===== src/include/video_cfg.svh =====
// Fixed 640x480 at 60 Hz from a 25.175 MHz pixel clock; other modes need edits to these values
`ifndef VIDEO_CFG_SVH
`define VIDEO_CFG_SVH

// Horizontal timing in pixel clocks
`define H_ACTIVE 640
`define H_FRONT 16
`define H_SYNC 96
`define H_BACK 48

// Vertical timing in lines
`define V_ACTIVE 480
`define V_FRONT 10
`define V_SYNC 2
`define V_BACK 33

// Full line and frame lengths
`define H_TOTAL (`H_ACTIVE + `H_FRONT + `H_SYNC + `H_BACK)
`define V_TOTAL (`V_ACTIVE + `V_FRONT + `V_SYNC + `V_BACK)

// Cells are 8x8 pixels
`define CELL_SHIFT 3

// Visible cell grid
`define GRID_COLS 80
`define GRID_ROWS 60

// Row stride of 128 cells, 64 rows
`define ADDR_BITS 13

`endif

===== src/source/framePkg.sv =====
// Memory-side types; colour is 3 bits and the cell address uses a row stride of 128
`default_nettype none

package framePkg;

	// Row in the high bits, column in the low bits
	typedef struct packed {
		logic [5:0] row;
		logic [6:0] column;
	} cellAddr;

	// One bit per gun, red in bit 0
	typedef struct packed {
		logic blue;
		logic green;
		logic red;
	} cellColour;

	// One access to the framebuffer port
	typedef struct packed {
		logic valid;
		logic write;
		cellAddr address;
		cellColour data;
	} memRequest;

	typedef enum logic {
		OpPlot,
		OpFill
	} drawOp;

	// Command from the host; column and row are ignored by a fill
	typedef struct packed {
		drawOp op;
		logic [6:0] column;
		logic [5:0] row;
		cellColour colour;
	} drawCommand;

endpackage

`default_nettype wire


===== src/source/videoPkg.sv =====
// Scan-side types; counter fields are 10 bits, enough for totals up to 1023
`default_nettype none

package videoPkg;

	// Phase of one scan axis, in the order it is traversed
	typedef enum logic [1:0] {
		ScanActive,
		ScanFront,
		ScanSync,
		ScanBack
	} scanState;

	// Beam position and sync levels for one pixel clock
	typedef struct packed {
		logic [9:0] column;
		logic [9:0] row;
		// Both axes in their active phase
		logic active;
		// Active-low sync levels
		logic hSync;
		logic vSync;
	} scanInfo;

endpackage

`default_nettype wire


===== src/source/pixelPipe.sv =====
// Needs a memory with one cycle of registered read latency; outputs trail the scan info by 2 cycles
`timescale 1ns/1ps
`default_nettype none

`include "video_cfg.svh"

module pixelPipe (
	input  wire Clock,
	input  wire Reset,
	input  videoPkg::scanInfo Scan_i,
	output framePkg::memRequest FetchRequest_o,
	input  framePkg::cellColour ReadData_i,
	output logic Red_o,
	output logic Green_o,
	output logic Blue_o,
	output logic HSync_o,
	output logic VSync_o
);

	logic fetchNow;
	logic fetched;
	logic active1;
	logic hSync1;
	logic vSync1;
	framePkg::cellColour colourReg;
	framePkg::cellColour colourNow;

	// Read on the first pixel of each cell
	assign fetchNow = Scan_i.active && (Scan_i.column[`CELL_SHIFT-1:0] == '0);

	always_comb begin
		FetchRequest_o.valid = fetchNow;
		FetchRequest_o.write = 1'b0;
		FetchRequest_o.address.row = 6'(Scan_i.row >> `CELL_SHIFT);
		FetchRequest_o.address.column = 7'(Scan_i.column >> `CELL_SHIFT);
		FetchRequest_o.data = '0;
	end

	// Stage one, waiting for the memory
	always_ff @(posedge Clock, negedge Reset) begin
		if (!Reset) begin
			fetched <= 1'b0;
			active1 <= 1'b0;
			hSync1 <= 1'b1;
			vSync1 <= 1'b1;
		end else begin
			fetched <= fetchNow;
			active1 <= Scan_i.active;
			hSync1 <= Scan_i.hSync;
			vSync1 <= Scan_i.vSync;
		end
	end

	// Fresh data on the first pixel, held colour on the other seven
	assign colourNow = fetched ? ReadData_i : colourReg;

	always_ff @(posedge Clock) begin
		if (fetched)
			colourReg <= ReadData_i;
	end

	// Stage two, the port registers
	always_ff @(posedge Clock, negedge Reset) begin
		if (!Reset) begin
			Red_o <= 1'b0;
			Green_o <= 1'b0;
			Blue_o <= 1'b0;
			HSync_o <= 1'b1;
			VSync_o <= 1'b1;
		end else begin
			Red_o <= active1 & colourNow.red;
			Green_o <= active1 & colourNow.green;
			Blue_o <= active1 & colourNow.blue;
			HSync_o <= hSync1;
			VSync_o <= vSync1;
		end
	end

endmodule

`default_nettype wire


===== config.mk =====
export PLATFORM = sky130hd
export DESIGN_NAME = pixelPipe
export DESIGN_NICKNAME = d
export VERILOG_FILES = /design/src/source/framePkg.sv /design/src/source/videoPkg.sv /design/src/source/pixelPipe.sv
export VERILOG_INCLUDE_DIRS = /design/src /design/src/include
export SDC_FILE = /design/constraint.sdc
export NUM_CORES = 1
export LEC_CHECK = 0
export BUFFER_PORTS_ARGS = -buffer_cell sky130_fd_sc_hd__buf_2
export CAP_MARGIN = 10
export CORE_MARGIN = 4
export CORE_UTILIZATION = 33
export CTS_CLUSTER_SIZE = 20
export DETAILED_ROUTE_END_ITERATION = 7
export PLACE_DENSITY = 0.87
export SLEW_MARGIN = 20
export SYNTH_ARGS = -nofsm -noshare
export SYNTH_HDL_FRONTEND = slang
export SYNTH_SLANG_ARGS = --single-unit

===== constraint.sdc =====
create_clock -name Clock -period 1.25 [get_ports Clock]
set_clock_uncertainty 0.2 [all_clocks]
set_input_delay 0.0625 -clock Clock [delete_from_list [all_inputs] [get_ports Clock]]
set_output_delay 0.0625 -clock Clock [all_outputs]
set_load 0.01 [all_outputs]

=== Yosys cells after proc, flatten, opt, wreduce, memory -nomap -nowiden ===
Cells that the tools add are included.

* Flip-flop bits (word level): 12
* Word-level logic and storage cells: 18
* Input bits: 28
* Output and inout bits: 23

* Mux-type cells: 1
* Bitwise logic cells: 3
* Reductions and logical operators: 2

{| class="wikitable"
|+ Operators with widths
! cell !! number
|-
| 1-bit bitwise AND || 3
|-
| 3-bit zero test || 1
|-
| 3-bit 2-to-1 mux || 1
|-
| 1-bit logical AND || 1
|}

=== Longest topological paths before layout ===
Gate-level depths: netlist of the first run.

* Depth after elaboration: 2
* Mapped depth: 2
* Mapped depth without buffers: 2

=== Worst setup path before layout of the first run ===
Ideal clock, no wire load.

* Kind: reg-to-reg
* From: register fetched
* To: register Blue_o
* Buffers on the path: 0
* Arrival time: 852 ps
* Slack: 82 ps
* Stages on the path, launching flop included: 3
* Clock period less this slack: 1,168 ps
* Library setup time: 117 ps
* Data required time: 933 ps
* Path through: dfrtp_1 mux2_4 and2_4

{| class="wikitable"
|+ RTL lines
! element !! line !! RTL
|-
| start, declared || pixelPipe.sv:21 || <nowiki>logic fetched;</nowiki>
|-
| start signal, assigned || pixelPipe.sv:47 || <nowiki>fetched <= fetchNow;</nowiki>
|-
| end signal, assigned || pixelPipe.sv:73 || <nowiki>Blue_o <= active1 & colourNow.blue;</nowiki>
|-
| end, declared || pixelPipe.sv:15 || <nowiki>output logic Blue_o,</nowiki>
|}

==> results of run 1 <==
## cells by family after synthesis
family | synth area share [%]
simple gates | 5.96
other cells | 0.744
flops | 57.6
mux | 8.93
buf+inv | 26.8
## metal layers
metal / track usage, % / share of wire, % / routed length [um]
met1: 9.62 / 33 / 286
met2: 12.7 / 45 / 392
met3: 4.60 / 19 / 166
met4: 8.29 / 3.0 / 26
met5: 0 / 0 / 0
## worst max-delay path, cell delays in order, from the launching register on
cell,delay (ns)
dfrtp_1,0.43
mux2_4,0.32
and2_1,0.15
## per-stage QoR
stage | std cells | power, mW | area (um^2) | utilization (%)
2_1_floorplan | 41 | 0.568 | 515 | -
3_3_place_gp | 54 | 0.555 | 479 | 35.1
3_5_place_dp | 54 | 0.560 | 479 | 35.1
4_1_cts | 80 | 0.869 | 726 | 53.1
5_1_grt | 80 | 0.908 | 728 | 53.3
6_report | 80 | 0.861 | 728 | 53.3
## report_power, final
group          switching, mW  internal, mW  total (mW)
registers             0.0118         0.436       0.448
logic                 0.0654         0.106       0.172
clock network          0.119         0.123       0.242
## path summary, 6_finish.rpt
| kind | from | endpoint | slack [ns] | cells after the start |
|---|---|---|---|---|
| min in group Clock | vSync1$_DFF_PN1_ | VSync_o$_DFF_PN1_ | 0.16 | 0 |
| max in group asynchronous | Reset | Red_o$_DFF_PN0_ | 0.44 | 3 |
| min reg2reg | vSync1$_DFF_PN1_ | VSync_o$_DFF_PN1_ | 0.16 | 0 |
| max reg2reg | fetched$_DFF_PN0_ | Red_o$_DFF_PN0_ | 0.04 | 2 |
| max | fetched$_DFF_PN0_ | Red_o$_DFF_PN0_ | 0.04 | 2 |
| min | Reset | VSync_o$_DFF_PN1_ | 0.12 | 2 |
## area by class of cell
| type | count | area, um^2 | area share (%) |
|---|---|---|---|
| clock buffer | 4 | 26.3 | 3.61 |
| sequential | 12 | 290 | 39.9 |
| multi-input combinational | 11 | 90.1 | 12.4 |
| tap | 15 | 18.8 | 2.58 |
| timing repair buffer | 38 | 303 | 41.6 |
## cells in the final DEF, fill, tap and decap left out
master and count:
dlygate4sd3_1 21, buf_2 16, dfrtp_1 5, dfstp_2 4
conb_1 4, mux2_4 3, clkbuf_4 3, dfxtp_1 3
and2_1 2, nor4b_1 1, and2_4 1, clkbuf_1 1
dlymetal6s4s_1 1
## registers in the layout, indices dropped and copies added, names as in the netlist
signal / flops
Green_o: 1
fetched: 1
vSync1: 1
hSync1: 1
VSync_o: 1
colourReg: 3
HSync_o: 1
active1: 1
Red_o: 1
Blue_o: 1
## what timing repair did
| action | in CTS | in global routing |
|---|---|---|
| hold endpoints to repair | 32 | 0 |
| hold buffers | 22 | 0 |
| endpoints found under the setup margin | 0 | 2 |
| resized for setup | 0 | 1 |
==> summary.txt, run 1 <==
Yosys cell types: 9
Synth top area cells: buf_4 (27%), dfrtp_1 (25%), dfstp_2 (21%)
Startpoint types: register
Vias in the first global route: 351
Most used DFF post-synth: dfrtp_1
RSZ-0062 raised after global routing: no
Synth Area per Inst: 13.3 um^2
Leakage power: 0.362 nW
CTS tree: built
Max Freq: 826 MHz
CTS Buf Count: 3
Post-CTS setup buffer count: 0
Clk slew on worst S/H paths: 0.06 ns
Drt pass-1 iters: 2
CTS sink count: 12
Tot GR Track Use: 9.01%
Core area: 0.00137 mm^2
First-pass GRT wire length: 1310 um
Post-route ant nets: 0
GPL Wtd Cong: 0.693
Async set or reset register ratio after synthesis: 75.0%
Synth top cells by count: buf_4 (18), dfrtp_1 (5), dfstp_2 (4)
Hold Fails Final Rpt: 0
CP endpoint kind: register
Clk_lat worst skew: 0.27 ns
Min-delay worst type: in -> async
CP required: 1.20 ns
CP Class: reg -> reg
Filler instances: 129
Clock buffer depth: 2
Setup TNS: 0 ns
Cell Rows: 13
Via density: 4.19
Most frequent cell after synthesis: buf_4
Die width: 47.1 um
Number of synthesized flops with an enable pin: 0
#FFs+latches synth: 12
Starting Density: 36.9%
Fraction of layout cells with a size suffix above 1: 41.5%
Register area share after synthesis: 57.6%
GRT overflow: 0
Synth-to-layout area growth: 44.4%
Diodes inserted: 0
Syn Inst Count: 38
H-tree levels: 1
Detailed-route DRC error count: 0
Die ar.: 0.00222 mm^2
Final worst-path cycle share: 96.8%
Final setup margin: 0.0400 ns
CP Max Fanout: 3
Status: completed
Pwr Density: 1180 mW/mm^2
Post-Syn Area: 504 um^2
PortBufs: 16
Worst Hold Slack: 0.119 ns
Endpoints failing setup: 0
Chip Height: 47.1 um
Area leader, netlist: buf_4
Post-DR wirelength/cell: 10.9 um
Initial antenna violation count: 0
VDD IR max: 0.338 mV
Area share of the largest cell type after synthesis: 26.8%
I/O Pins: 51
MaxCap Viol Count: 0
Drt total wl: 871 um
1st-iter DRT viols: 1
CTS root buf: clkbuf_4
YS warnings: 0
Pre-CTS WS: 0.0335 ns
Post-route minimum period: 1.21 ns
Pin count of the biggest net entering global routing: 8
Final Max Slew Viols: 0
Total Nets Final: 94
WP data arrival: 1.16 ns
Vias: 335
(Power assumes the default switching activity.)
==> run 2: changes to the inputs <==
--- a/config.mk
+++ b/config.mk
@@ -12,7 +12,7 @@
 export CORE_UTILIZATION = 33
 export CTS_CLUSTER_SIZE = 20
 export DETAILED_ROUTE_END_ITERATION = 7
-export PLACE_DENSITY = 0.87
+export PLACE_DENSITY = 0.84
 export SLEW_MARGIN = 20
 export SYNTH_ARGS = -nofsm -noshare
 export SYNTH_HDL_FRONTEND = slang
==> summary.txt, run 2 (synthesis results as in run 1) <==
Hold Fails Final Rpt: 0
CP endpoint kind: register
Drt total wl: 999 um
Setup TNS: 0 ns
Status: completed
Final worst-path cycle share: 97.3%
Worst reg2reg setup slack: 0.03 ns
MaxCap Viol Count: 0
Pwr Density: 1240 mW/mm^2
CP Max Fanout: 3
CTS root buf: clkbuf_4
Post-route minimum period: 1.22 ns
DP Wirelength: 573 um
CTS Buf Count: 3
PortBufs: 16
GPL Wtd Cong: 0.676
R2R Path Start: fetched$_DFF_PN0_
Post-DR wirelength/cell: 12.5 um
Number of flip-flops in the largest register: 3
Total Nets Final: 94
Most common cell after layout, fill and taps aside: dlygate4sd3_1
Detailed-route DRC error count: 0
Startpoint types: register
Via density: 4.31
Cell Rows: 13
1st-iter DRT viols: 7
Drt pass-1 iters: 3
Starting Density: 36.9%
Final Max Slew Viols: 0
Most flops, register: colourReg
Clock buffer depth: 2
Pre-CTS WS: 0.0302 ns
Fraction of layout cells with a size suffix above 1: 44.6%
Pin count of the biggest net entering global routing: 8
Diodes inserted: 0
I/O Pins: 51
Initial antenna violation count: 0
Post-route ant nets: 0
Min-delay worst type: in -> async
CTS tree: built
Max Freq: 822 MHz
Leakage power: 0.366 nW
Vias: 345
Final setup margin: 0.0335 ns
Reg2Reg Depth: 2
Vias in the first global route: 397
WP data arrival: 1.18 ns
RSZ-0062 raised after global routing: no
Clk_lat worst skew: 0.27 ns
Tot GR Track Use: 10.2%
GRT overflow: 0
Chip Height: 47.1 um
Core area: 0.00137 mm^2
Die width: 47.1 um
Die ar.: 0.00222 mm^2
CP Class: reg -> reg
Endpoints failing setup: 0
R2R Path End: Green_o$_DFF_PN0_
VDD IR max: 0.355 mV
Most frequent cells in the layout: dlygate4sd3_1 (21), buf_2 (16), dfrtp_1 (4), dfstp_2 (4), conb_1 (4)
Synth-to-layout area growth: 46.6%
CTS sink count: 12
First-pass GRT wire length: 1460 um
H-tree levels: 1
Post-CTS setup buffer count: 0
Clk slew on worst S/H paths: 0.07 ns
CP required: 1.21 ns
==> run 2: cell counts in the layout (fill, tap and decap cells not counted) <==
No cell type changed its count.
==> run 2: worst max-delay path: stages, from the launching register on <==
cell and delay (ns):
dfrtp_2 0.44, mux2_4 0.31, and2_1 0.16
==> run 2: cell type report <==
class	count	area (um^2)
timing repair buffer	38	303
sequential	12	292
tap	15	18.8
fill	118	627
clock buffer	4	36.3
multi-input combinational	11	90.1
==> run 2: power by group <==
group	internal (mW)	switching (mW)
sequential	0.436	0.0125
clock	0.177	0.119
combinational	0.106	0.0657
==> run 2: metrics by stage <==
| step | instance area [um^2] | hold WS [ns] | instances | total power, mW | util [%] |
|---|---|---|---|---|---|
| after detailed placement | 479 | -0.284 | 54 | 0.562 | 35.1 |
| final | 739 | 0.127 | 80 | 0.916 | 54.1 |
| after global placement | 479 | -0.289 | 54 | 0.555 | 35.1 |
| after CTS | 736 | 0.107 | 80 | 0.932 | 53.8 |
| after floorplan | 515 | -0.433 | 41 | 0.568 | - |
| after global routing | 739 | 0.149 | 80 | 0.965 | 54.1 |
==> run 2: per-layer routing <==
layer	up-vias	wire (um)	track usage, %
met5	-	0	0
met4	0	23	9.94
met3	4	152	3.83
met2	39	507	16.5
met1	152	316	9.60
li1	150	-	-
==> run 2: worst max-delay path by stage <==
stage	slack, ns	endpoint	cells after the start	start
after floorplan	0.08	Blue_o$_DFF_PN0_	2	fetched$_DFF_PN0_
after global placement	0.05	Red_o$_DFF_PN0_	2	fetched$_DFF_PN0_
after detailed placement	0.03	Green_o$_DFF_PN0_	2	fetched$_DFF_PN0_
after CTS	0.02	Green_o$_DFF_PN0_	2	fetched$_DFF_PN0_
after global routing	0.007	Green_o$_DFF_PN0_	2	fetched$_DFF_PN0_
final	0.03	Green_o$_DFF_PN0_	2	fetched$_DFF_PN0_
==> run 2: timing repair <==
item	in CTS	in global routing
hold buffers	22	0
endpoints found under the setup margin	0	6
endpoints found under the hold margin	32	0
gates resized for setup	0	2
