<file path="config.mk">
export PLATFORM = sky130hd
export DESIGN_NAME = memArbiter
export DESIGN_NICKNAME = d
export VERILOG_FILES = /design/src/include/video_cfg.svh /design/src/source/framePkg.sv /design/src/source/memArbiter.sv
export SDC_FILE = /design/constraint.sdc
export NUM_CORES = 1
export LEC_CHECK = 0
export BUFFER_PORTS_ARGS = -buffer_cell sky130_fd_sc_hd__buf_4
export CORE_AREA = 2 2 39 41
export DETAILED_ROUTE_END_ITERATION = 10
export DIE_AREA = 0 0 41 43
export GPL_ROUTABILITY_DRIVEN = 0
export PLACE_DENSITY = 0.66
export SLEW_MARGIN = 40
export SYNTH_ARGS = -nofsm -noshare
export SYNTH_HDL_FRONTEND = slang
export SYNTH_SLANG_ARGS = --single-unit
</file>
<file path="constraint.sdc">
create_clock -name vclk -period 1.15
set_clock_uncertainty 0.15 [all_clocks]
set_input_delay 0.115 -clock vclk [all_inputs]
set_output_delay 0.115 -clock vclk [all_outputs]
set_load 0.005 [all_outputs]
</file>
<file path="src/include/video_cfg.svh">
// Fixed 640x480 at 60 Hz from a 25.175 MHz pixel clock; other modes need edits to these values
`ifndef VIDEO_CFG_SVH
`define VIDEO_CFG_SVH

// Horizontal timing in pixel clocks
`define H_ACTIVE 640
`define H_FRONT 16
`define H_SYNC 96
`define H_BACK 48

// Vertical timing in lines
`define V_ACTIVE 480
`define V_FRONT 10
`define V_SYNC 2
`define V_BACK 33

// Full line and frame lengths
`define H_TOTAL (`H_ACTIVE + `H_FRONT + `H_SYNC + `H_BACK)
`define V_TOTAL (`V_ACTIVE + `V_FRONT + `V_SYNC + `V_BACK)

// Cells are 8x8 pixels
`define CELL_SHIFT 3

// Visible cell grid
`define GRID_COLS 80
`define GRID_ROWS 60

// Row stride of 128 cells, 64 rows
`define ADDR_BITS 13

`endif
</file>
<file path="src/source/framePkg.sv">
// Memory-side types; colour is 3 bits and the cell address uses a row stride of 128
`default_nettype none

package framePkg;

	// Row in the high bits, column in the low bits
	typedef struct packed {
		logic [5:0] row;
		logic [6:0] column;
	} cellAddr;

	// One bit per gun, red in bit 0
	typedef struct packed {
		logic blue;
		logic green;
		logic red;
	} cellColour;

	// One access to the framebuffer port
	typedef struct packed {
		logic valid;
		logic write;
		cellAddr address;
		cellColour data;
	} memRequest;

	typedef enum logic {
		OpPlot,
		OpFill
	} drawOp;

	// Command from the host; column and row are ignored by a fill
	typedef struct packed {
		drawOp op;
		logic [6:0] column;
		logic [5:0] row;
		cellColour colour;
	} drawCommand;

endpackage

`default_nettype wire

</file>
<file path="src/source/memArbiter.sv">
// Fixed priority; relies on fetches being at most one in 8 cycles so draws are never starved
`timescale 1ns/1ps
`default_nettype none

module memArbiter (
	input  framePkg::memRequest FetchRequest_i,
	input  framePkg::memRequest DrawRequest_i,
	output framePkg::memRequest MemPort_o,
	output logic DrawGrant_o
);

	// Display fetch always takes the port
	always_comb begin
		if (FetchRequest_i.valid) begin
			MemPort_o = FetchRequest_i;
			DrawGrant_o = 1'b0;
		end else begin
			MemPort_o = DrawRequest_i;
			// Grant ends the draw write in this cycle
			DrawGrant_o = DrawRequest_i.valid;
		end
	end

endmodule

`default_nettype wire

</file>
Yosys cells after proc, flatten, opt, wreduce, memory -nomap -nowiden
Index checks and enable logic that the tools add are counted.

operators by class
  multiplexer cells = 2

operator list
  operator  count
  $mux W18  1
  $mux W1   1

storage, ports and cells
  flip-flop bits (word level) = 0
  bits of input ports = 36
  output and inout port bits = 19
  word-level logic and storage cells = 2

Depth between registers and ports, before layout
Gate-level depths: netlist (run 1).

  depth in word-level cells = 1
  depth in mapped cells = 3
  depth with buffers taken out = 1

Worst setup path before layout (run 1)
Ideal clock, no wire load.

  kind = input to output
  start = input port FetchRequest_i[17] (netlist name)
  end = output port MemPort_o[10] (netlist name)
  arrival time = 0.668 ns
  data required time = 0.885 ns
  slack = 0.217 ns
  stages = 3
  path buffers = 2
  path through = buf_6 buf_12 mux2_4

RTL lines
  what             RTL line         RTL
  start, declared  memArbiter.sv:6  input framePkg::memRequest FetchRequest_i,
  end, declared    memArbiter.sv:8  output framePkg::memRequest MemPort_o,

==> reports/summary.json, run 1 <==
{
  "outcome": {
    "outcome": "finished clean"
  },
  "clocking": {
    "post_cts_resize_count": 1,
    "cts-hold-fix-buffers": 0,
    "cts.repair_timing.setup_buffer_count": 0
  },
  "timing": {
    "report.final.slew_viol_count": 0,
    "setup_viol_count_final": 0,
    "final_critical_path_setup_slack_ns": 0.0796,
    "grt_setup_unrepaired": "no",
    "clock.fmax_mhz": 934,
    "slew_headroom_pct": 87.2,
    "min_period_over_period_pct": 93.1,
    "finalHoldViolCount": 0,
    "worstMarginPinSlew_ns": 0.192,
    "timing.final.crit_period_ns": 1.07
  },
  "route": {
    "detail_route.drc_violations": 0,
    "drt.antenna.violating_nets": 0,
    "vias_per_cell": 4.32,
    "avgRoutedWirePerCell_um": 10.2,
    "drt_wl_total_um": 915,
    "first_pass_iteration_count_of_the_detailed_router": 1,
    "vias": 389,
    "drt_first_iter_violations": 0
  },
  "critical_path": {
    "critical_path_arrival_ns": 0.81,
    "critical_path_maximum_fanout": 19,
    "cp_data_required_time_ns": 0.88,
    "setup.worst_path.class": "in -> out",
    "setup.worst_path.start_class": "primary input",
    "timing.critical_path.to_type": "output pin"
  },
  "synthesis": {
    "yosysTopAreaCellShare_pct": 44.9,
    "synth.top_cells.by_area": "sky130_fd_sc_hd__mux2_4, sky130_fd_sc_hd__mux2_2, sky130_fd_sc_hd__buf_12, sky130_fd_sc_hd__buf_6, sky130_fd_sc_hd__and2b_2",
    "syn-mean-instance-area_um2": 12.8,
    "synth.cell_area_um2": 268,
    "synthesis.instances": 21,
    "seq_area_frac_synth_pct": 0,
    "ys_warn_count": 0,
    "synth_nets": 57,
    "synth.distinct_cells": 6,
    "yosysTopAreaCell": "sky130_fd_sc_hd__mux2_4"
  },
  "pwr": {
    "share_clk_of_total_power_pct": 0,
    "power.net_switching_uw": 63.9,
    "p_sw_share_pct": 25.0,
    "power.ir.vdd_worst_mv": 0.148,
    "power_density_mw_per_mm2": 379,
    "intPower_uw": 191,
    "leakagePower_nw": 0.373,
    "power.share.sequential_pct": 0,
    "comb_power_share_pct": 100.0
  },
  "final_layout": {
    "clock_buffer_count": 0,
    "finish.net_count": 112,
    "design.seq.count": 0,
    "flow.area_growth_from_synthesis_pct": 151,
    "drive_gt1_share_pct": 98.6,
    "n_antenna_cell": 0,
    "layout_cells_excl_fill": 90,
    "final-seq-area_um2": 0
  },
  "placed_design": {
    "place.port_buffers": 55,
    "preCtsSetupSlack_ns": -0.00951,
    "place.detailed.instances": 90
  },
  "floorplan": {
    "core_area_mm2": 0.00138,
    "die_h_um": 43,
    "num_io_pins": 55,
    "floorplan.initialDensity_pct": 19.3,
    "dieArea_mm2": 0.00176,
    "rows": 14,
    "chipWidth_um": 41
  },
  "grt": {
    "use_met2_pct": 19.1,
    "grt_start_max_net_pins": 20,
    "layer_with_the_highest_usage_after_global_routing": "met2",
    "global_route_wire_length_before_repair_um": 1230,
    "globalRouteTotalUtil_pct": 9.19,
    "grt_overflow": 0,
    "routing_usage_on_met1_pct": 8.86,
    "antenna_violations_before_repair": 0,
    "vias_in_the_first_global_route": 372,
    "global_route.usage.met3_pct": 1.57
  },
  "flow_run": {
    "maxCapViolCount": 0
  },
  "min_path": {
    "worstHoldPathType": "in -> out"
  }
}
[worst paths after layout]
path / startpoint / to / slack [ns] / depth (start not counted)
setup / recovery: FetchRequest_i[17] / MemPort_o[1] / 0.08 / 3
hold / removal: DrawRequest_i[17] / MemPort_o[17] / 0.34 / 3
[routing by layer]
metal,part of all wire [%],up-vias
li1,-,185
met1,31,160
met2,46,44
met3,23,0
met4,0,0
met5,0,-
[area by class of cell]
type | instances | area [um2]
fillers | 128 | 711
repair buffers | 55 | 417
well taps | 16 | 20.0
multi-input cells | 19 | 236
[stage by stage]
stage / hold slack [ns] / TNS (ns) / instance area [um2] / utilization (%) / power, mW
floorplan: 0.165 / 0 / 268 / - / 0.0997
global placement: 0.347 / 0 / 669 / 48.4 / 0.254
detailed placement: 0.349 / -0.00951 / 669 / 48.4 / 0.257
CTS: 0.349 / 0 / 673 / 48.6 / 0.259
global route: 0.357 / 0 / 673 / 48.6 / 0.275
finish: 0.343 / 0 / 673 / 48.6 / 0.255
[worst max-delay path, stage by stage]
cell and delay (ns):
sky130_fd_sc_hd__buf_6 0.19, sky130_fd_sc_hd__mux2_2 0.36, sky130_fd_sc_hd__buf_4 0.14
[cells in the mapped netlist, drive strengths merged]
cell type	number
and2b	1
buf	2
mux2	17
or2	1
[placed cells by master (no fill, tap or decap)]
cell type                 instances
sky130_fd_sc_hd__mux2_4           8
sky130_fd_sc_hd__and2b_2          1
sky130_fd_sc_hd__buf_6            1
sky130_fd_sc_hd__or2_1            1
sky130_fd_sc_hd__mux2_2           9
sky130_fd_sc_hd__buf_4           54
[power groups by stage]
stage	sequential [mW]	combinational (mW)	clock, mW
2_1_floorplan	0	0.0997	0
3_3_place_gp	0	0.254	0
3_5_place_dp	0	0.257	0
4_1_cts	0	0.259	0
5_1_grt	0	0.275	0
6_report	0	0.255	0
[cells by family after synthesis]
logic type / count (synthesis) / share of synthesized area [%]
buf+inv: 2 / 11.7
mux: 17 / 82.7
simple gates: 2 / 5.61
Power figures use the tool's default switching activity.
==> run 2: changes to the inputs <==
==> constraint.sdc (replaced) <==
create_clock -name vclk -period 1.4
set_clock_uncertainty 0.15 [all_clocks]
set_input_delay 0.14 -clock vclk [all_inputs]
set_output_delay 0.14 -clock vclk [all_outputs]
set_load 0.005 [all_outputs]
==> run 2 against run 1 <==
Compared with the run above: die area stayed put; global-route usage decreased by 0.50 points; via count down 0.51%; first-iteration DRC count did not move; sequential cell count stayed put; critical path type unchanged; highest routed layer unchanged.
==> reports/summary.json, run 2 (synthesized netlist as in run 1, its figures left out) <==
{
  "final_layout": {
    "drive_gt1_share": {"value": 98.6, "unit": "%", "change": "unchanged"},
    "final-seq-area": {"value": 0, "unit": "um2", "change": "unchanged"},
    "layout_cells_excl_fill": {"value": 90, "change": "unchanged"},
    "most_frequent_cells_in_the_layout": "sky130_fd_sc_hd__buf_4, sky130_fd_sc_hd__mux2_2, sky130_fd_sc_hd__mux2_4",
    "n_antenna_cell": {"value": 0, "change": "unchanged"},
    "stdcell_area": {"value": 669, "unit": "um2", "change": "-0.56%"},
    "mostFrequentLayoutCell": "sky130_fd_sc_hd__buf_4",
    "final.fill_count": {"value": 139, "change": "+8.6%"},
    "multiInputGateArea": {"value": 236, "unit": "um2", "change": "unchanged"},
    "clock_buffer_count": {"value": 0, "change": "unchanged"},
    "finish.net_count": {"value": 112, "change": "unchanged"},
    "flow.area_growth_from_synthesis_pct": 150,
    "design.seq.count": {"value": 0, "change": "unchanged"}
  },
  "route": {
    "vias": {"value": 387, "change": "-0.51%"},
    "drt_wl_total": {"value": 895, "unit": "um", "change": "-2.2%"},
    "first_pass_iteration_count_of_the_detailed_router": {"value": 1, "change": "unchanged"},
    "drt.antenna.violating_nets": {"value": 0, "change": "unchanged"},
    "drt_first_iter_violations": {"value": 0, "change": "unchanged"},
    "vias_per_cell": {"value": 4.30, "change": "-0.51%"},
    "detail_route.drc_violations": {"value": 0, "change": "unchanged"},
    "avgRoutedWirePerCell": {"value": 9.94, "unit": "um", "change": "-2.2%"}
  },
  "pwr": {
    "intPower": {"value": 156, "unit": "uW", "change": "-18%"},
    "power_density": {"value": 311, "unit": "mW/mm2", "change": "-18%"},
    "share_clk_of_total_power": {"value": 0, "unit": "%", "change": "unchanged"},
    "leakagePower": {"value": 0.372, "unit": "nW", "change": "-0.33%"},
    "p_sw_share": {"value": 25.0, "unit": "%", "change": "+0.038 points"},
    "total_power": {"value": 209, "unit": "uW", "change": "-18%"},
    "power.ir.vdd_worst": {"value": 0.132, "unit": "mV", "change": "-11%"},
    "power.net_switching": {"value": 52.2, "unit": "uW", "change": "-18%"},
    "comb_power_share": {"value": 100.0, "unit": "%", "change": "about the same"},
    "power.share.sequential": {"value": 0, "unit": "%", "change": "unchanged"}
  },
  "timing": {
    "clock.fmax_mhz": 841,
    "total_neg_setup_slack": {"value": 0, "unit": "ns", "change": "unchanged"},
    "slew_headroom": {"value": 82.6, "unit": "%", "change": "-4.7 points"},
    "finalHoldViolCount": {"value": 0, "change": "unchanged"},
    "grt_setup_unrepaired": "no",
    "final_critical_path_setup_slack": {"value": 0.211, "unit": "ns", "change": "+0.132 ns"},
    "min_period_over_period_pct": 84.9,
    "worstMarginPinSlew": {"value": 0.261, "unit": "ns", "change": "+0.0698 ns"},
    "timing.final.crit_period_ns": 1.19,
    "setup_viol_count_final": {"value": 0, "change": "unchanged"},
    "report.final.slew_viol_count": {"value": 0, "change": "unchanged"}
  },
  "critical_path": {
    "critical_path_maximum_fanout": {"value": 19, "change": "unchanged"},
    "critical_path_arrival": {"value": 0.90, "unit": "ns", "change": "+0.09 ns"},
    "cp_data_required_time": {"value": 1.11, "unit": "ns", "change": "+0.23 ns"},
    "setup.worst_path.start_class": "primary input",
    "timing.critical_path.to_type": "output pin",
    "setup.worst_path.class": "in -> out"
  },
  "clocking": {
    "cts-hold-fix-buffers": {"value": 0, "change": "unchanged"},
    "post_cts_resize_count": {"value": 0, "change": "-1"},
    "cts.repair_timing.setup_buffer_count": {"value": 0, "change": "unchanged"}
  },
  "outcome": {
    "outcome": "finished clean"
  },
  "floorplan": {
    "die_h": {"value": 43, "unit": "um", "change": "unchanged"},
    "rows": {"value": 14, "change": "unchanged"},
    "floorplan.initialDensity": {"value": 19.3, "unit": "%", "change": "unchanged"},
    "chipWidth": {"value": 41, "unit": "um", "change": "unchanged"},
    "num_io_pins": {"value": 55, "change": "unchanged"},
    "core_area": {"value": 0.00138, "unit": "mm2", "change": "unchanged"},
    "dieArea": {"value": 0.00176, "unit": "mm2", "change": "unchanged"}
  },
  "grt": {
    "grt_overflow": {"value": 0, "change": "unchanged"},
    "antenna_violations_before_repair": {"value": 0, "change": "unchanged"},
    "vias_in_the_first_global_route": {"value": 346, "change": "-7.0%"},
    "globalRouteTotalUtil": {"value": 8.69, "unit": "%", "change": "-0.50 points"},
    "grt_start_max_net_pins": {"value": 20, "change": "unchanged"},
    "global_route_wire_length_before_repair": {"value": 1150, "unit": "um", "change": "-6.8%"}
  },
  "min_path": {
    "worstHoldStart": "DrawRequest_i[17]",
    "hold_path_depth": {"value": 3, "change": "unchanged"},
    "min_delay_worst_endpoint": "MemPort_o[17]",
    "worstHoldPathType": "in -> out"
  },
  "placed_design": {
    "preCtsSetupSlack": {"value": 0.193, "unit": "ns", "change": "+0.202 ns"},
    "dp_hpwl_um": 797,
    "place.detailed.instances": {"value": 90, "change": "unchanged"},
    "place.port_buffers": {"value": 55, "change": "unchanged"},
    "dpl-instance-area": {"value": 669, "unit": "um2", "change": "unchanged"}
  },
  "flow_run": {
    "maxCapViolCount": {"value": 0, "change": "unchanged"}
  }
}
## run 2: changes by cell type in the layout (fill, tap and decap cells not counted)
cell / delta
sky130_fd_sc_hd__buf_6: -1
sky130_fd_sc_hd__buf_4: +1
## run 2: through the flow
stage	hold slack (ns)	utilization, %
finish	0.391	48.4
detailed placement	0.396	48.4
global route	0.416	48.4
floorplan	0.215	-
CTS	0.396	48.4
global placement	0.397	48.4
## run 2: cell type report
| cell class | count | share of cell area, % |
|---|---|---|
| multi-input cells | 19 | 35.3 |
| well taps | 16 | 2.99 |
| repair buffers | 55 | 61.7 |
## run 2: critical path, cell delays in order
cell,delay [ns]
sky130_fd_sc_hd__buf_4,0.25
sky130_fd_sc_hd__mux2_2,0.37
sky130_fd_sc_hd__buf_4,0.13
## run 2: power by group through the flow
stage	Combinational [mW]	Sequential, mW	Clock (mW)
after floorplan	0.0819	0	0
after global placement	0.209	0	0
after detailed placement	0.211	0	0
after CTS	0.212	0	0
after global routing	0.225	0	0
final	0.208	0	0
## run 2: how the worst max path moves through the flow
stage	from	to	slack (ns)	depth (start not counted)
detailed placement	FetchRequest_i[17]	MemPort_o[1]	0.19	3
finish	FetchRequest_i[17]	MemPort_o[1]	0.21	3
global placement	FetchRequest_i[17]	MemPort_o[6]	0.21	3
floorplan	FetchRequest_i[17]	MemPort_o[10]	0.42	3
CTS	FetchRequest_i[17]	MemPort_o[1]	0.19	3
global route	FetchRequest_i[17]	MemPort_o[5]	0.17	3
## run 2: per-layer routing
metal	share of wire [%]	vias up	track usage, %
met5	0	-	0
met1	29	159	8.54
met3	26	0	2.62
met2	45	44	17.2
met4	0	0	0
li1	-	184	-
