--- src/include/video_cfg.svh ---
// Fixed 640x480 at 60 Hz from a 25.175 MHz pixel clock; other modes need edits to these values
`ifndef VIDEO_CFG_SVH
`define VIDEO_CFG_SVH

// Horizontal timing in pixel clocks
`define H_ACTIVE 640
`define H_FRONT 16
`define H_SYNC 96
`define H_BACK 48

// Vertical timing in lines
`define V_ACTIVE 480
`define V_FRONT 10
`define V_SYNC 2
`define V_BACK 33

// Full line and frame lengths
`define H_TOTAL (`H_ACTIVE + `H_FRONT + `H_SYNC + `H_BACK)
`define V_TOTAL (`V_ACTIVE + `V_FRONT + `V_SYNC + `V_BACK)

// Cells are 8x8 pixels
`define CELL_SHIFT 3

// Visible cell grid
`define GRID_COLS 80
`define GRID_ROWS 60

// Row stride of 128 cells, 64 rows
`define ADDR_BITS 13

`endif
--- src/source/videoPkg.sv ---
// Scan-side types; counter fields are 10 bits, enough for totals up to 1023
`default_nettype none

package videoPkg;

	// Phase of one scan axis, in the order it is traversed
	typedef enum logic [1:0] {
		ScanActive,
		ScanFront,
		ScanSync,
		ScanBack
	} scanState;

	// Beam position and sync levels for one pixel clock
	typedef struct packed {
		logic [9:0] column;
		logic [9:0] row;
		// Both axes in their active phase
		logic active;
		// Active-low sync levels
		logic hSync;
		logic vSync;
	} scanInfo;

endpackage

`default_nettype wire

--- src/source/scanTiming.sv ---
// Runs free from reset release; the first registered output after release is column 0, row 0
`timescale 1ns/1ps
`default_nettype none

`include "video_cfg.svh"

module scanTiming (
	input  wire Clock,
	input  wire Reset,
	output videoPkg::scanInfo Scan_o
);

	// Last count of each phase, where the state moves on
	localparam logic [9:0] HEndActive = 10'(`H_ACTIVE - 1);
	localparam logic [9:0] HEndFront = 10'(`H_ACTIVE + `H_FRONT - 1);
	localparam logic [9:0] HEndSync = 10'(`H_ACTIVE + `H_FRONT + `H_SYNC - 1);
	localparam logic [9:0] HEndBack = 10'(`H_TOTAL - 1);
	localparam logic [9:0] VEndActive = 10'(`V_ACTIVE - 1);
	localparam logic [9:0] VEndFront = 10'(`V_ACTIVE + `V_FRONT - 1);
	localparam logic [9:0] VEndSync = 10'(`V_ACTIVE + `V_FRONT + `V_SYNC - 1);
	localparam logic [9:0] VEndBack = 10'(`V_TOTAL - 1);

	logic [9:0] hCount;
	logic [9:0] vCount;
	videoPkg::scanState hState;
	videoPkg::scanState vState;
	logic lineEnd;

	assign lineEnd = (hCount == HEndBack);

	// Column wraps at the end of a line, row advances on that wrap
	always_ff @(posedge Clock, negedge Reset) begin
		if (!Reset) begin
			hCount <= '0;
			vCount <= '0;
		end else if (lineEnd) begin
			hCount <= '0;
			if (vCount == VEndBack)
				vCount <= '0;
			else
				vCount <= vCount + 10'd1;
		end else begin
			hCount <= hCount + 10'd1;
		end
	end

	// Horizontal phases
	always_ff @(posedge Clock, negedge Reset) begin
		if (!Reset) begin
			hState <= videoPkg::ScanActive;
		end else begin
			case (hState)
				videoPkg::ScanActive: if (hCount == HEndActive) hState <= videoPkg::ScanFront;
				videoPkg::ScanFront:  if (hCount == HEndFront) hState <= videoPkg::ScanSync;
				videoPkg::ScanSync:   if (hCount == HEndSync) hState <= videoPkg::ScanBack;
				videoPkg::ScanBack:   if (hCount == HEndBack) hState <= videoPkg::ScanActive;
				default:              hState <= videoPkg::ScanActive;
			endcase
		end
	end

	// Vertical phases, only moving on the last column of a line
	always_ff @(posedge Clock, negedge Reset) begin
		if (!Reset) begin
			vState <= videoPkg::ScanActive;
		end else if (lineEnd) begin
			case (vState)
				videoPkg::ScanActive: if (vCount == VEndActive) vState <= videoPkg::ScanFront;
				videoPkg::ScanFront:  if (vCount == VEndFront) vState <= videoPkg::ScanSync;
				videoPkg::ScanSync:   if (vCount == VEndSync) vState <= videoPkg::ScanBack;
				videoPkg::ScanBack:   if (vCount == VEndBack) vState <= videoPkg::ScanActive;
				default:              vState <= videoPkg::ScanActive;
			endcase
		end
	end

	// Registered view of the beam, syncs idle high during reset
	always_ff @(posedge Clock, negedge Reset) begin
		if (!Reset) begin
			Scan_o <= '{column: '0, row: '0, active: 1'b0, hSync: 1'b1, vSync: 1'b1};
		end else begin
			Scan_o.column <= hCount;
			Scan_o.row <= vCount;
			Scan_o.active <= (hState == videoPkg::ScanActive) && (vState == videoPkg::ScanActive);
			Scan_o.hSync <= (hState != videoPkg::ScanSync);
			Scan_o.vSync <= (vState != videoPkg::ScanSync);
		end
	end

endmodule

`default_nettype wire

--- config.mk ---
export PLATFORM = sky130hd
export DESIGN_NAME = scanTiming
export DESIGN_NICKNAME = d
export VERILOG_FILES = /design/src/source/videoPkg.sv /design/src/source/scanTiming.sv
export VERILOG_INCLUDE_DIRS = /design/src /design/src/include
export SDC_FILE = /design/constraint.sdc
export NUM_CORES = 1
export LEC_CHECK = 0
export BUFFER_PORTS_ARGS = -buffer_cell sky130_fd_sc_hd__clkbuf_2
export CORE_UTILIZATION = 40
export DETAILED_ROUTE_END_ITERATION = 8
export HOLD_SLACK_MARGIN = 0.15
export PLACE_DENSITY = 0.63
export SYNTH_ARGS = -nofsm -noshare
export SYNTH_HDL_FRONTEND = slang
export SYNTH_SLANG_ARGS = --single-unit
--- constraint.sdc ---
create_clock -name Clock -period 3.25 [get_ports Clock]
set_clock_uncertainty 0.05 [all_clocks]
set_input_delay 0.975 -clock Clock [delete_from_list [all_inputs] [get_ports Clock]]
set_output_delay 0.975 -clock Clock [all_outputs]
set_load 0.02 [all_outputs]
==> Word-level counts from Yosys, hierarchy flattened <==
Index checks and enable logic that the tools add are counted.
{ "word_totals": {"ff_bits": 47, "out_inout_bits": 23, "inputBits": 2} }
{ "classes": {"n_eq_ne": 24, "n_reduce_logical": 5, "mux": 12, "n_addsub": 2} }
{ "ops": {"columns": ["operator", "count"], "rows": [
  ["== test 10 bit (second input constant)", 5],
  ["== test 10 x 9 -> 1 bit (second input constant)", 3],
  ["adder 10 x 1 -> 10 bit (second input constant)", 2],
  ["two-way mux 10 bit", 2],
  ["!= test 2 bit (second input constant)", 10],
  ["two-way mux 2 bit", 8],
  ["one-hot mux 2 bit (4 select lines)", 2],
  ["== test 2 bit (second input constant)", 4],
  ["AND reduction 5 bit", 1],
  ["== test 2 x 1 -> 1 bit (second input constant)", 2],
  ["logical NOT 2 bit", 2],
  ["AND reduction 4 bit", 1],
  ["logical AND 1 bit", 1]
]} }

==> Longest topological paths before layout <==
Gate-level depths: netlist of run 1.
{ "depth": {"depth_word": 3, "depth_mapped": 7, "ltp_nobuf": 7} }

==> Least setup slack after synthesis of run 1 <==
OpenSTA, ideal clock, no wires.
{ "synth_path": {"path_kind": "reg-to-reg", "startpoint": "reg hCount[0]", "endpoint": "reg hState[1]", "required_time_ns": 3.075, "path_stages_with_launch": 7, "slack_ns": 1.080, "arrival_time_ns": 1.995, "path_cell_list": "dfrtp_1 > ha_1 > nand2b_1 > or4_4 > buf_6 > a221oi_4 > mux2_4"} }
{ "synth_via": {"elab_chain_len": 3} }
{ "synth_lines": {"columns": ["element", "line", "source"], "rows": [
  ["start, declared", "scanTiming.sv:23", "logic [9:0] hCount;"],
  ["start signal, assigned", "scanTiming.sv:43", "hCount <= hCount + 10'd1;"],
  ["== test 10 bit (on tied branches)", null, null],
  ["!= test 2 bit (no source line)", null, null],
  ["AND reduction 4 bit (no source line) *", null, null],
  ["end signal, assigned", "scanTiming.sv:55", "videoPkg::ScanSync: if (hCount == HEndSync) hState <= videoPkg::ScanBack;"],
  ["end signal, assigned", "scanTiming.sv:56", "videoPkg::ScanBack: if (hCount == HEndBack) hState <= videoPkg::ScanActive;"],
  ["end signal, assigned", "scanTiming.sv:57", "default: hState <= videoPkg::ScanActive;"],
  ["end, declared", "scanTiming.sv:25", "videoPkg::scanState hState;"]
]} }
Every way passes the cells marked *; elsewhere a longest branch is shown, timed or not.
A chain may end at the register's enable or synchronous reset.

==> Worst setup path after layout of run 1 <==
{ "layout_path": {"startpoint": "reg hCount[0]", "endpoint": "reg vState[1]"} }
{ "layout_via": {"elab_chain_len": 2} }
{ "layout_lines": {"columns": ["element", "line", "source"], "rows": [
  ["== test 10 bit", "scanTiming.sv:29", "assign lineEnd = (hCount == HEndBack);"],
  ["AND reduction 5 bit (no source line)", null, null],
  ["end signal, assigned", "scanTiming.sv:65", "vState <= videoPkg::ScanActive;"],
  ["end signal, assigned", "scanTiming.sv:68", "videoPkg::ScanActive: if (vCount == VEndActive) vState <= videoPkg::ScanFront;"],
  ["end signal, assigned", "scanTiming.sv:69", "videoPkg::ScanFront: if (vCount == VEndFront) vState <= videoPkg::ScanSync;"],
  ["end, declared", "scanTiming.sv:26", "videoPkg::scanState vState;"]
]} }
No other way between the ends.

==> results of run 1 <==
## sequential cells by signal, indices dropped and copies added (netlist names)
name,count
hState,2
vState,2
hCount,10
Scan_o,23
vCount,10
## critical path, cell delays in order (launching register included)
cell and delay (ns):
dfrtp_1 0.42, ha_1 0.26, nand2b_1 0.14, nor4_4 0.55, o211ai_1 0.20, a221oi_2 0.28
mux2_2 0.38
## report_power, final
group	total [mW]	internal [mW]	leakage (nW)	switching (mW)
clock network	0.372	0.174	0.0474	0.198
registers	0.584	0.584	0.620	0
logic	0.0117	0.00122	0.405	0.0105
## cells by family after synthesis
group           after synthesis  synth area share
mux                           6            0.0338
compound gates               18            0.0665
buf+inv                      10            0.0222
simple gates                 54             0.170
flops                        47             0.580
fa+ha+maj                    13            0.0800
xor+xnor                     11            0.0474
## layer usage
| metal | wire (um) | global-route usage | up-vias |
|---|---|---|---|
| met1 | 1700 | 0.201 | 635 |
| met5 | 0 | 0 | - |
| met4 | 87 | 0.0726 | 0 |
| met3 | 160 | 0.0343 | 8 |
| met2 | 1630 | 0.234 | 41 |
| li1 | - | - | 619 |
## cell usage in the layout (no fill, tap or decap), drive strengths merged, types with 3 or more instances in the layout
cell type,n
a21oi,4
and2,3
and3,3
clkbuf,30
dfrtp,45
ha,13
inv,9
mux2,4
nand2,8
nand3,8
nand4,3
nand4b,4
nor2,10
nor4,3
o21ai,6
xnor2,5
xor2,6
## final cells by class
cell class	count	area (um2)
sequential	47	1180
clock inverter	2	16.3
fill	470	2480
tap	67	83.8
timing repair buffer	25	128
multi-input combinational	102	810
clock buffer	6	82.6
inverter	9	33.8
## final timing paths
path                                           from               endpoint
worst max-delay path            hCount[0]$_DFF_PN0_  vState[1]$_DFFE_PN0P_
worst min-delay path            hCount[1]$_DFF_PN0_   Scan_o[14]$_DFF_PN0_
worst max register to register  hCount[0]$_DFF_PN0_  vState[1]$_DFFE_PN0P_
worst min register to register  hCount[1]$_DFF_PN0_   Scan_o[14]$_DFF_PN0_
max in group asynchronous                     Reset    Scan_o[1]$_DFF_PN1_
min in group asynchronous                     Reset   Scan_o[15]$_DFF_PN0_
## metrics by stage
step,std cells,hold slack (ns)
4_1_cts,258,0.397
3_5_place_dp,250,0.377
6_report,258,0.402
3_3_place_gp,250,0.359
2_1_floorplan,159,0.348
5_1_grt,258,0.406
==> flow_summary.ini, run 1 <==
[setup_path]
cp.arrival_ns = 2.53
crit_type = reg -> reg
worstPathMaxFanout = 9
r2r_cells = 6
cp-end-kind = flip-flop
r2r_slack_ns = 0.86
cp_data_required_time_ns = 3.39
start_kind = flip-flop

[timing]
min_period_ns = 2.39
setup_viol = 0
fin_tns_setup_ns = 0
final-hold-violation-count = 0
rsz0062_at_grt = false
slew_headroom = 0.630
max_freq_ghz = 0.419
fin_ws_ns = 0.864
worst_pin_slew_ns = 0.552
period_share = 0.734
drv_slew = 0

[power_and_ir_drop]
power_leakage_nw = 1.07
ir_worst_vdd_mv = 0.191
p_per_area_nw_per_um2 = 415
total_power_mw = 0.968

[flow_run]
maxCapViolations = 0

[synth]
yosys_warnings = 0
synthTopCellsByCount = dfrtp_1 (45), ha_1 (13), nor2_1 (10)
synth_cells = 159
ys_ff_latch = 47
synthesis.nets = 174
synth_most_common_cell = dfrtp_1
synth_cell_types = 39
avgSynthCellArea_um2 = 12.8
yosysTopAreaCellShare = 0.554
synth_ff_type = dfrtp_1
synth_edf_count = 0
ys_async_sr_fraction = 1.00
yosys.area.top_type = dfrtp_1
synth_top_cells_by_area = dfrtp_1 (55%), ha_1 (8.0%), dfstp_2 (2.6%)
seq_area_frac_synth = 0.580
syn_area_um2 = 2030

[global_route]
grt_pass1_vias = 1287
grt_pass1_wl_um = 6060
antenna_found_initial = 0
grt_usage = 0.151
grt_start_max_net_pins = 48
grt_overflow = 0

[clock_tree]
clockBufferDepth = 2
cts-root-buf = clkbuf_8
ctsResizeCount = 0
cts_tree = yes
path_clk_slew_ns = 0.09
hold_buffers = 0
cts-buffers-inserted = 5
clock_latency_ns = 0.30
postCtsSetupBuffers = 0
htreeDepth = 2
clock_sinks = 47

[detailed_routing]
drt_first_pass_iters = 4
drtIter0Drc = 107
ant_nets = 0
drc = 0
vias = 1303
wl_um = 3580
viasPerCell = 5.05
routedWlPerCell_um = 13.9

[final_layout]
nNetsFinal = 205
drive_gt1_frac = 0.251
stdcell_area_um2 = 2330
final_core_util = 0.484
diodes = 0
area_growth_pct = 14.7

[placed_design]
hpwlAfterDp_um = 2530
numPortBuffers = 24
dpl_cell_area_um2 = 2230
place.gp.congestion = 0.886
pre_cts_ws_ns = 0.873

[worst_hold_path]
min_path_type = reg -> reg
min_path_cells = 0

[die]
die_area_um2 = 5370
initial_utilization = 0.422
die_y_um = 73.3
io_pins = 25
rows = 25
fp.dieW_um = 73.3
core-area_um2 = 4820

[status]
outcome = complete, no violations
No activity file was read; power rests on OpenSTA's default activity.
==> inputs of run 2 (changes only) <==
clock period = 2.2 ns   (was 3.25 ns; I/O delays follow)
==> run 2 against run 1 <==
Against the previous run:
- wire length is 2.4% higher
- global-route usage rose by 0.45 points
- sequential power is 48% higher
- sequential share of layout area shrank 2.8 points
- design area increased by 6.0%
- flip-flop and latch count is the same
- combinational power increased by 74%
- largest power group unchanged
- die area did not move
==> flow_summary.ini, run 2 (same netlist as run 1, synthesis figures left out) <==
[detailed_routing]
drtIter0Drc = 109
drt_first_pass_iters = 4
routedWlPerCell_um = 13.4
wl_um = 3670
drc = 0
ant_nets = 0
viasPerCell = 4.93
vias = 1347

[final_layout]
layout.cells.non_filler = 273
drive_gt1_frac = 0.325
stdcell_area_um2 = 2470
layout_commonest_cell = dfrtp_1
layout_common_cells = dfrtp_1 (44), clkbuf_2 (24), buf_4 (15), ha_1 (12)
diodes = 0
largest_register_ff_count = 23
nNetsFinal = 220
reg_top3 = Scan_o (23), hCount (10), vCount (10)
regMostFlops = Scan_o
area_growth_pct = 21.6

[status]
outcome = complete, no violations

[die]
fp.dieW_um = 73.3
die_y_um = 73.3
die_area_um2 = 5370
io_pins = 25
rows = 25
core-area_um2 = 4820
initial_utilization = 0.422

[clock_tree]
clock_sinks = 47
cts-root-buf = clkbuf_8
clock_latency_ns = 0.30
htreeDepth = 2
cts-buffers-inserted = 5
hold_buffers = 0
path_clk_slew_ns = 0.09
clockBufferDepth = 2
cts_tree = yes

[setup_path]
slowest_delay_ns = 0.56
rr_endpoint = hState[1]$_DFFE_PN0P_
worstPathMaxFanout = 4
r2r_cells = 5
crit_type = reg -> reg
crit_family = simple AND/OR/NAND/NOR gates
r2r_slack_ns = 0.11
r2r-start = hCount[1]$_DFF_PN0_
crit_start = hCount[1]$_DFF_PN0_
cp.buffers_inverters = 0
start_kind = flip-flop
cp.arrival_ns = 2.23
critical_path_depth = 5
crit_chain = ha_4 -> nand2b_1 -> or4_4 -> a221oi_4 -> mux2_4
cp_data_required_time_ns = 2.34
cp-end-kind = flip-flop
endpoint = hState[1]$_DFFE_PN0P_
critPathSlowestCell = or4_4

[timing]
hold-worst-slack_ns = 0.275
rsz0062_at_grt = false
worst_pin_slew_ns = 0.535
drv_slew = 0
period_share = 0.949
slew_headroom = 0.643
final-hold-violation-count = 0
setup_viol = 0
fin_tns_setup_ns = 0
min_period_ns = 2.09
max_freq_ghz = 0.479

[global_route]
grt_pass1_vias = 1357
grt_overflow = 0
grt_pass1_wl_um = 6200
grt_usage = 0.155
grt_start_max_net_pins = 29
antenna_found_initial = 0

[placed_design]
dpl_cell_area_um2 = 2350
numPortBuffers = 24
hpwlAfterDp_um = 2730
place.gp.congestion = 0.829
place_inst = 264

[power_and_ir_drop]
p_per_area_nw_per_um2 = 570
total_power_mw = 1.41
power_leakage_nw = 1.15
ir_worst_vdd_mv = 0.261

[flow_run]
maxCapViolations = 0

[worst_hold_path]
min_path_type = in -> async
==> run 2: power by group <==
group / switching (mW) / leakage [nW] / internal [mW]
Clock: 0.299 / 0.0408 / 0.227
Combinational: 0.0162 / 0.487 / 0.00415
Sequential: 0 / 0.619 / 0.863
Total: 0.316 / 1.15 / 1.09
==> run 2: layer usage <==
layer | track usage | routed length [um] | up-vias
met4 | 0.0769 | 66 | 0
li1 | - | - | 656
met5 | 0 | 0 | -
met1 | 0.202 | 1700 | 654
met2 | 0.249 | 1790 | 32
met3 | 0.0302 | 120 | 5
==> run 2: timing repair <==
action | in CTS | in global routing
setup buffers | 0 | 1
endpoints found under the setup margin | 0 | 6
resized for setup | 0 | 6
==> run 2: layout make-up <==
type                    instances  area (um2)
fillers                       448        2340
well taps                      67        83.8
flip-flops and latches         47        1180
repair buffers                 40         253
multi-input cells             102         830
clock inverters                 3        23.8
inverters                       9        33.8
clock buffers                   5        68.8
==> run 2: per-stage QoR <==
step                      setup slack, ns  utilization
final                               0.113        0.513
after detailed placement           0.0367        0.488
after global placement             0.0905        0.488
after CTS                          0.0180        0.507
after global routing               0.0271        0.513
after floorplan                    0.0299            -
==> run 2: worst min path at each step <==
stage,start,end,slack (ns),cells past startpoint
finish,Reset,Scan_o[2]$_DFF_PN0_,0.28,1
global route,Reset,hCount[5]$_DFF_PN0_,0.31,1
CTS,Reset,hCount[5]$_DFF_PN0_,0.29,1
detailed placement,hCount[1]$_DFF_PN0_,Scan_o[14]$_DFF_PN0_,0.38,0
global placement,hCount[1]$_DFF_PN0_,Scan_o[14]$_DFF_PN0_,0.36,0
floorplan,Reset,Scan_o[10]$_DFF_PN0_,0.31,0
==> run 2: worst register-to-register path, stage by stage, from the launching register on <==
cell and delay [ns]:
dfrtp_1 0.42, ha_4 0.18, nand2b_1 0.12, or4_4 0.56, a221oi_4 0.33, mux2_4 0.32
